**config.mk**
```make
export PLATFORM = sky130hd
export DESIGN_NAME = digital_clock_top
export DESIGN_NICKNAME = d
export VERILOG_FILES = /design/src/hdl/seg_display_pkg.sv /design/src/hdl/clock_time_pkg.sv /design/src/hdl/clock_time_if.sv /design/src/hdl/digital_clock_top.sv /design/src/hdl/display_encoder.sv /design/src/hdl/time_counter_chain.sv /design/src/hdl/wrap_counter.sv /design/src/hdl/tick_divider.sv
export SDC_FILE = /design/constraint.sdc
export NUM_CORES = 1
export LEC_CHECK = 0
export BUFFER_PORTS_ARGS = -buffer_cell sky130_fd_sc_hd__buf_2
export CAP_MARGIN = 15
export CORE_MARGIN = 1
export CORE_UTILIZATION = 50
export CTS_BUF_LIST = sky130_fd_sc_hd__clkbuf_4
export DETAILED_ROUTE_END_ITERATION = 10
export PLACE_DENSITY = 0.68
export RECOVER_POWER = 100
export SLEW_MARGIN = 20
export SYNTH_ARGS = -nofsm -noshare
export SYNTH_HDL_FRONTEND = slang
export SYNTH_SLANG_ARGS = --single-unit
```
**constraint.sdc**
```tcl
create_clock -name clk -period 9.6 [get_ports clk]
set_input_delay 1.44 -clock clk [delete_from_list [all_inputs] [get_ports clk]]
set_output_delay 1.44 -clock clk [all_outputs]
set_load 0.03 [all_outputs]
```
**src/hdl/seg_display_pkg.sv**
```systemverilog
package seg_display_pkg;

    localparam int digit_w = 4;     // one decimal digit
    localparam int seg_w   = 7;     // segments a..g

    // bit 0 = a ... bit 6 = g, active high
    typedef logic [seg_w-1:0] seg_t;

    // decimal digit to segment pattern, anything above 9 blanks the digit
    function automatic seg_t seg_encode(input logic [digit_w-1:0] digit);
        seg_t seg;
        case (digit)
            4'd0:    seg = 7'b011_1111;   // a b c d e f
            4'd1:    seg = 7'b000_0110;   // b c
            4'd2:    seg = 7'b101_1011;   // a b d e g
            4'd3:    seg = 7'b100_1111;   // a b c d g
            4'd4:    seg = 7'b110_0110;   // b c f g
            4'd5:    seg = 7'b110_1101;   // a c d f g
            4'd6:    seg = 7'b111_1101;   // a c d e f g
            4'd7:    seg = 7'b000_0111;   // a b c
            4'd8:    seg = 7'b111_1111;   // all on
            4'd9:    seg = 7'b110_1111;   // a b c d f g
            default: seg = '0;            // out of range, blank
        endcase
        return seg;
    endfunction

endpackage

```
**src/hdl/clock_time_pkg.sv**
```systemverilog
package clock_time_pkg;

    // width of one time field, enough for 0..59
    localparam int field_w = 6;

    // one field value: seconds, minutes or hours
    typedef logic [field_w-1:0] time_field_t;

    // counter modulus per field
    localparam int sec_mod  = 60;   // seconds wrap 59 -> 0
    localparam int min_mod  = 60;   // minutes wrap 59 -> 0
    localparam int hour_mod = 24;   // hours wrap 23 -> 0

endpackage
```
**src/hdl/clock_time_if.sv**
```systemverilog
`timescale 1ns/10ps

interface clock_time_if;

    clock_time_pkg::time_field_t seconds;   // 0..59
    clock_time_pkg::time_field_t minutes;   // 0..59
    clock_time_pkg::time_field_t hours;     // 0..23
    logic                        day_pulse; // one cycle at midnight rollover

    // counter side
    modport producer (
        output seconds,
        output minutes,
        output hours,
        output day_pulse
    );

    // display and top level side
    modport consumer (
        input seconds,
        input minutes,
        input hours,
        input day_pulse
    );

endinterface

```
**src/hdl/digital_clock_top.sv**
```systemverilog
`timescale 1ns/10ps

module digital_clock_top #(
    parameter int TICK_DIV = 50_000_000     // clk cycles per second
) (
    input  logic                              clk,
    input  logic                              rst,
    output logic [seg_display_pkg::seg_w-1:0] seg_sec_units,
    output logic [seg_display_pkg::seg_w-1:0] seg_sec_tens,
    output logic [seg_display_pkg::seg_w-1:0] seg_min_units,
    output logic [seg_display_pkg::seg_w-1:0] seg_min_tens,
    output logic [seg_display_pkg::seg_w-1:0] seg_hour_units,
    output logic [seg_display_pkg::seg_w-1:0] seg_hour_tens,
    output logic                              day_pulse
);

    logic tick;     // one cycle per second

    clock_time_if time_bus ();

    tick_divider #(
        .TICK_DIV (TICK_DIV)
    ) tick_div_i (
        .clk  (clk),
        .rst  (rst),
        .tick (tick)
    );

    time_counter_chain time_chain_i (
        .clk      (clk),
        .rst      (rst),
        .tick     (tick),
        .time_bus (time_bus.producer)
    );

    display_encoder disp_enc_i (
        .time_bus   (time_bus.consumer),
        .sec_units  (seg_sec_units),
        .sec_tens   (seg_sec_tens),
        .min_units  (seg_min_units),
        .min_tens   (seg_min_tens),
        .hour_units (seg_hour_units),
        .hour_tens  (seg_hour_tens)
    );

    // midnight rollover out to the pin
    assign day_pulse = time_bus.day_pulse;

endmodule

```
**src/hdl/display_encoder.sv**
```systemverilog
`timescale 1ns/10ps

module display_encoder (
    clock_time_if.consumer         time_bus,
    output seg_display_pkg::seg_t  sec_units,
    output seg_display_pkg::seg_t  sec_tens,
    output seg_display_pkg::seg_t  min_units,
    output seg_display_pkg::seg_t  min_tens,
    output seg_display_pkg::seg_t  hour_units,
    output seg_display_pkg::seg_t  hour_tens
);

    typedef logic [seg_display_pkg::digit_w-1:0] digit_t;

    // fields only go up to 59, so tens fits in one digit
    function automatic digit_t tens_of(input clock_time_pkg::time_field_t field);
        return digit_t'(field / 10);
    endfunction

    function automatic digit_t units_of(input clock_time_pkg::time_field_t field);
        return digit_t'(field % 10);
    endfunction

    digit_t sec_u_d;
    digit_t sec_t_d;
    digit_t min_u_d;
    digit_t min_t_d;
    digit_t hour_u_d;
    digit_t hour_t_d;

    // split into decimal digits
    assign sec_u_d  = units_of(time_bus.seconds);
    assign sec_t_d  = tens_of(time_bus.seconds);
    assign min_u_d  = units_of(time_bus.minutes);
    assign min_t_d  = tens_of(time_bus.minutes);
    assign hour_u_d = units_of(time_bus.hours);
    assign hour_t_d = tens_of(time_bus.hours);     // 0..2

    // digit to segments, no register in the path
    assign sec_units  = seg_display_pkg::seg_encode(sec_u_d);
    assign sec_tens   = seg_display_pkg::seg_encode(sec_t_d);
    assign min_units  = seg_display_pkg::seg_encode(min_u_d);
    assign min_tens   = seg_display_pkg::seg_encode(min_t_d);
    assign hour_units = seg_display_pkg::seg_encode(hour_u_d);
    assign hour_tens  = seg_display_pkg::seg_encode(hour_t_d);

endmodule

```
**src/hdl/time_counter_chain.sv**
```systemverilog
`timescale 1ns/10ps

module time_counter_chain (
    input logic           clk,
    input logic           rst,
    input logic           tick,
    clock_time_if.producer time_bus
);

    logic sec_carry;    // 59 -> 0 seconds
    logic min_carry;    // 59:59 -> 00:00
    logic hour_carry;   // 23:59:59 -> 00:00:00

    // seconds, stepped by the divider tick
    wrap_counter #(
        .MODULUS (clock_time_pkg::sec_mod)
    ) sec_cnt (
        .clk    (clk),
        .rst    (rst),
        .enable (tick),
        .value  (time_bus.seconds),
        .carry  (sec_carry)
    );

    // minutes
    wrap_counter #(
        .MODULUS (clock_time_pkg::min_mod)
    ) min_cnt (
        .clk    (clk),
        .rst    (rst),
        .enable (sec_carry),
        .value  (time_bus.minutes),
        .carry  (min_carry)
    );

    // hours
    wrap_counter #(
        .MODULUS (clock_time_pkg::hour_mod)
    ) hour_cnt (
        .clk    (clk),
        .rst    (rst),
        .enable (min_carry),
        .value  (time_bus.hours),
        .carry  (hour_carry)
    );

    // carries are combinational through the chain, so this lines up with tick
    assign time_bus.day_pulse = hour_carry;

endmodule

```
**src/hdl/wrap_counter.sv**
```systemverilog
`timescale 1ns/10ps

module wrap_counter #(
    parameter int MODULUS = 60
) (
    input  logic                        clk,
    input  logic                        rst,
    input  logic                        enable,
    output clock_time_pkg::time_field_t value,
    output logic                        carry
);

    localparam clock_time_pkg::time_field_t last_val =
        clock_time_pkg::time_field_t'(MODULUS - 1);

    logic at_last;

    assign at_last = (value == last_val);

    always_ff @(posedge clk or negedge rst) begin
        if (!rst) begin
            value <= '0;
        end else if (enable) begin
            if (at_last) begin
                value <= '0;                // wrap
            end else begin
                value <= value + 1'b1;
            end
        end
    end

    // same cycle as the enable that causes the wrap
    assign carry = enable && at_last;

endmodule

```
**src/hdl/tick_divider.sv**
```systemverilog
`timescale 1ns/10ps

module tick_divider #(
    parameter int TICK_DIV = 50_000_000     // clk cycles per second
) (
    input  logic clk,
    input  logic rst,
    output logic tick
);

    // just wide enough to hold TICK_DIV-1
    localparam int cnt_w = (TICK_DIV > 1) ? $clog2(TICK_DIV) : 1;
    localparam logic [cnt_w-1:0] cnt_last = cnt_w'(TICK_DIV - 1);

    logic [cnt_w-1:0] count;

    always_ff @(posedge clk or negedge rst) begin
        if (!rst) begin
            count <= '0;
            tick  <= 1'b0;
        end else begin
            if (count == cnt_last) begin
                count <= '0;
                tick  <= 1'b1;              // one cycle per wrap
            end else begin
                count <= count + 1'b1;
                tick  <= 1'b0;
            end
        end
    end

endmodule

```
==> reports/metrics.yaml <==
synthesis:
  synth-seq-cells: 45
  yosysSeqAreaShare: 0.2444
  synth_area_sq_um: 4608
  yosysUniqueCellTypes: 74
  yosysTopAreaCell: "dfrtp_1"
  synth_top_cells_by_area: "dfrtp_1, ha_1, xnor2_1"
  synth.avg_cell_area_sq_um: 8.127
  synth_ff_type: "dfrtp_1"
  synth_nets: 621
  synthCells: 567
  synth_edf_count: 0
  synth_top_area_frac: 0.2444
  synth.most_common_cell: "nor2_1"
  yosys_warnings: 0
  synth_commonest_cells: "nor2_1, ha_1, dfrtp_1"
  synth-async-reset-ratio: 1.000
clock_tree:
  cts-root-buf: "clkbuf_4"
  cts_made_buffers: 5
  cts_tree: "built"
  clk_pin_slew_ps: 110
  post_cts_resized: 0
  cts_sinks: 45
  clkLatencyLatePin_ps: 350
  clk_path_buf_depth: 2
  post-cts-setup-buffers: 0
  hold_buffers: 0
  htree_levels: 2
setup_path:
  required_ps: 8160
  crit_chain: "nor2_1 -> inv_1 -> ha_1 -> nand2b_1 -> o21ai_0 -> a221oi_1 -> a211oi_1 -> xnor2_1 -> ha_1 -> a21oi_1 -> or3_1 -> o311ai_0 -> clkbuf_1"
  crit_path_frequent_cell: "ha_1"
  cp.arrival_ps: 4980
  critical_path_class: "reg -> out"
  cp_max_fo: 17
  crit_start: "time_chain_i.hour_cnt.value[3]"
  slowest_delay_ps: 1280
  crit_family: "compound AO/OA/AOI/OAI gates"
  startpoint_type: "flop"
  crit_buf_inv: 2
  r2r-start: "time_chain_i.sec_cnt.value[1]"
  cp-end-kind: "primary output"
  slowest_stage: "a211oi_1"
detailed_routing:
  dr.pass1.iters: 8
  wl_per_cell_um: 13.42
  drt_iter0_drc: 108
  antenna_left: 0
  route.detailed.drc: 4
  wl_mm: 9.405
  drt-vias-per-instance: 5.822
  detailroute.via_count: 4081
global_route:
  grt_pass1_wl_mm: 16.21
  grt_pass1_vias: 3700
  grt_max_degree: 46
  grt.total_usage: 0.1982
  globalRoute.totalOverflow: 0
  antenna_found_initial: 0
sta:
  fin_tns_setup_ps: 0
  maxSlewHeadroom: -0.5501
  timing.final.hold_violations: 0
  period_needed_ps: 6418
  worstMarginPinSlew_ps: 2325
  max_freq_ghz: 0.1558
  finClkSkew_ps: 17.51
  setup_viol: 0
  finalCritPeriodShare: 0.6686
  rsz0062_at_grt: "no"
  maxSlewViolCount: 62
job:
  maxCapViolCount: 2
power:
  ir_drop_mv: 0.07054
  p_per_area_nw_per_um2: 56.67
  p_leak_nw: 2.113
floorplanning:
  die_w_um: 98
  start_util: 0.5233
  ioPinCount: 45
  num_rows: 34
  die_area_sq_um: 9604
  die_y_um: 98
  core_area_sq_um: 8806
layout:
  syn_to_final_growth_pct: 4.209
  multi_input_area_sq_um: 3192
  fin_area_sq_um: 4802
  insertedDiodeCount: 0
  fill_cells: 873
  seqCellArea_sq_um: 1126
  layout-drive-gt1-share: 0.04384
  nets: 648
outcome:
  outcome: "finished, violations left"
  violations: "DRC, capacitance limit, slew limit"
placement:
  gp_congestion: 0.8391
  hpwl_mm: 7.009
  post_dp_cell_area_sq_um: 4850
  io_buffers: 44
hold_path:
  min-delay-start: "tick_div_i.count[0]"
  hold_class: "reg -> reg"
-- area by class of cell --
| type | instances | share of cell area |
|---|---|---|
| multi-input cells | 463 | 0.6647 |
| flip-flops and latches | 45 | 0.2345 |
| repair buffers | 45 | 0.03726 |
| well taps | 108 | 0.02814 |
| inverters | 34 | 0.02658 |
| clock buffers | 5 | 0.007817 |
| clock inverters | 1 | 0.001042 |
-- logic make-up (layout without fill, tap and decap cells) --
group                    count (synthesis)  count (layout)  synth area share
multiplexers                            19              19           0.04263
XOR/XNOR                                38              38           0.07222
flip-flops                              45              45            0.2444
AO/OA/AOI/OAI                          133             133            0.2017
buffers and inverters                   59              85           0.05403
AND/OR/NAND/NOR                        220             220            0.2414
adder cells (fa/ha/maj)                 53              53            0.1436
-- per-stage QoR --
| stage | util | power [W] | hold slack [ps] | setup slack (ps) | instances |
|---|---|---|---|---|---|
| after global routing | 0.5453 | 0.0002832 | 496.3 | 2755 | 701 |
| final | 0.5453 | 0.0002721 | 458.0 | 3182 | 701 |
| after global placement | 0.5507 | 0.0001971 | 444.3 | 4355 | 695 |
| after floorplan | - | 0.0001932 | 425.1 | 4439 | 567 |
| after detailed placement | 0.5507 | 0.0001971 | 451.3 | 4235 | 695 |
| after CTS | 0.5556 | 0.0002767 | 468.2 | 3862 | 701 |
-- per-layer routing --
layer | GRT usage | up-vias | wire length, um
met5 | 0 | - | 0
li1 | - | 2071 | -
met3 | 0.02219 | 12 | 209
met1 | 0.2670 | 1938 | 4663
met4 | 0.04312 | 0 | 103
met2 | 0.3418 | 60 | 4428
-- state kept, by name (all words and copies together) (netlist names) --
| signal | cells |
|---|---|
| time_chain_i.min_cnt.value | 6 |
| time_chain_i.hour_cnt.value | 6 |
| tick_div_i.tick | 1 |
| time_chain_i.sec_cnt.value | 6 |
| tick_div_i.count | 26 |
-- cell usage in the layout, fill, tap and decap left out, drive strengths merged, types with 6 or more instances in the layout --
cell,synthesis,final
nor2,58,58
ha,52,52
nand2,45,45
dfrtp,45,45
clkbuf,8,42
o21ai,37,37
inv,32,32
a21oi,29,29
nand3,28,28
xnor2,25,25
mux2i,14,14
nand4,13,13
xor2,13,13
nand2b,12,12
nor2b,12,12
nor3,11,11
and3,11,11
buf,17,8
a221oi,7,7
a21o,7,7
a211oi,7,7
or2,7,7
and2,6,6
-- where the power goes --
| part | switching [W] | internal (W) | total (W) |
|---|---|---|---|
| Clock | 0.0000537 | 0.0000255 | 0.0000791 |
| Combinational | 0.00000344 | 0.0000000612 | 0.00000350 |
| Sequential | 0 | 0.000189 | 0.000189 |
-- worst register-to-register path, cell delays in order (launching register included) --
cell	delay, ps
dfrtp_1	470
ha_1	210
nand2_1	100
nor3_1	790
nand2_1	230
nor2_1	540
nand4_1	240
nor3b_1	230
a21o_1	100
-- path summary, 6_finish.rpt --
| path | slack [ps] | cells past startpoint | endpoint |
|---|---|---|---|
| setup reg to reg | 6620 | 8 | time_chain_i.hour_cnt.value[3] |
| min in group asynchronous | 1780 | 1 | tick_div_i.count[10] |
| hold / removal | 460 | 1 | tick_div_i.count[0] |
| hold reg to reg | 460 | 1 | tick_div_i.count[0] |
| setup / recovery | 3180 | 13 | seg_hour_units[1] |
| max in group asynchronous | 6500 | 1 | tick_div_i.count[6] |
(Power assumes the default switching activity.)
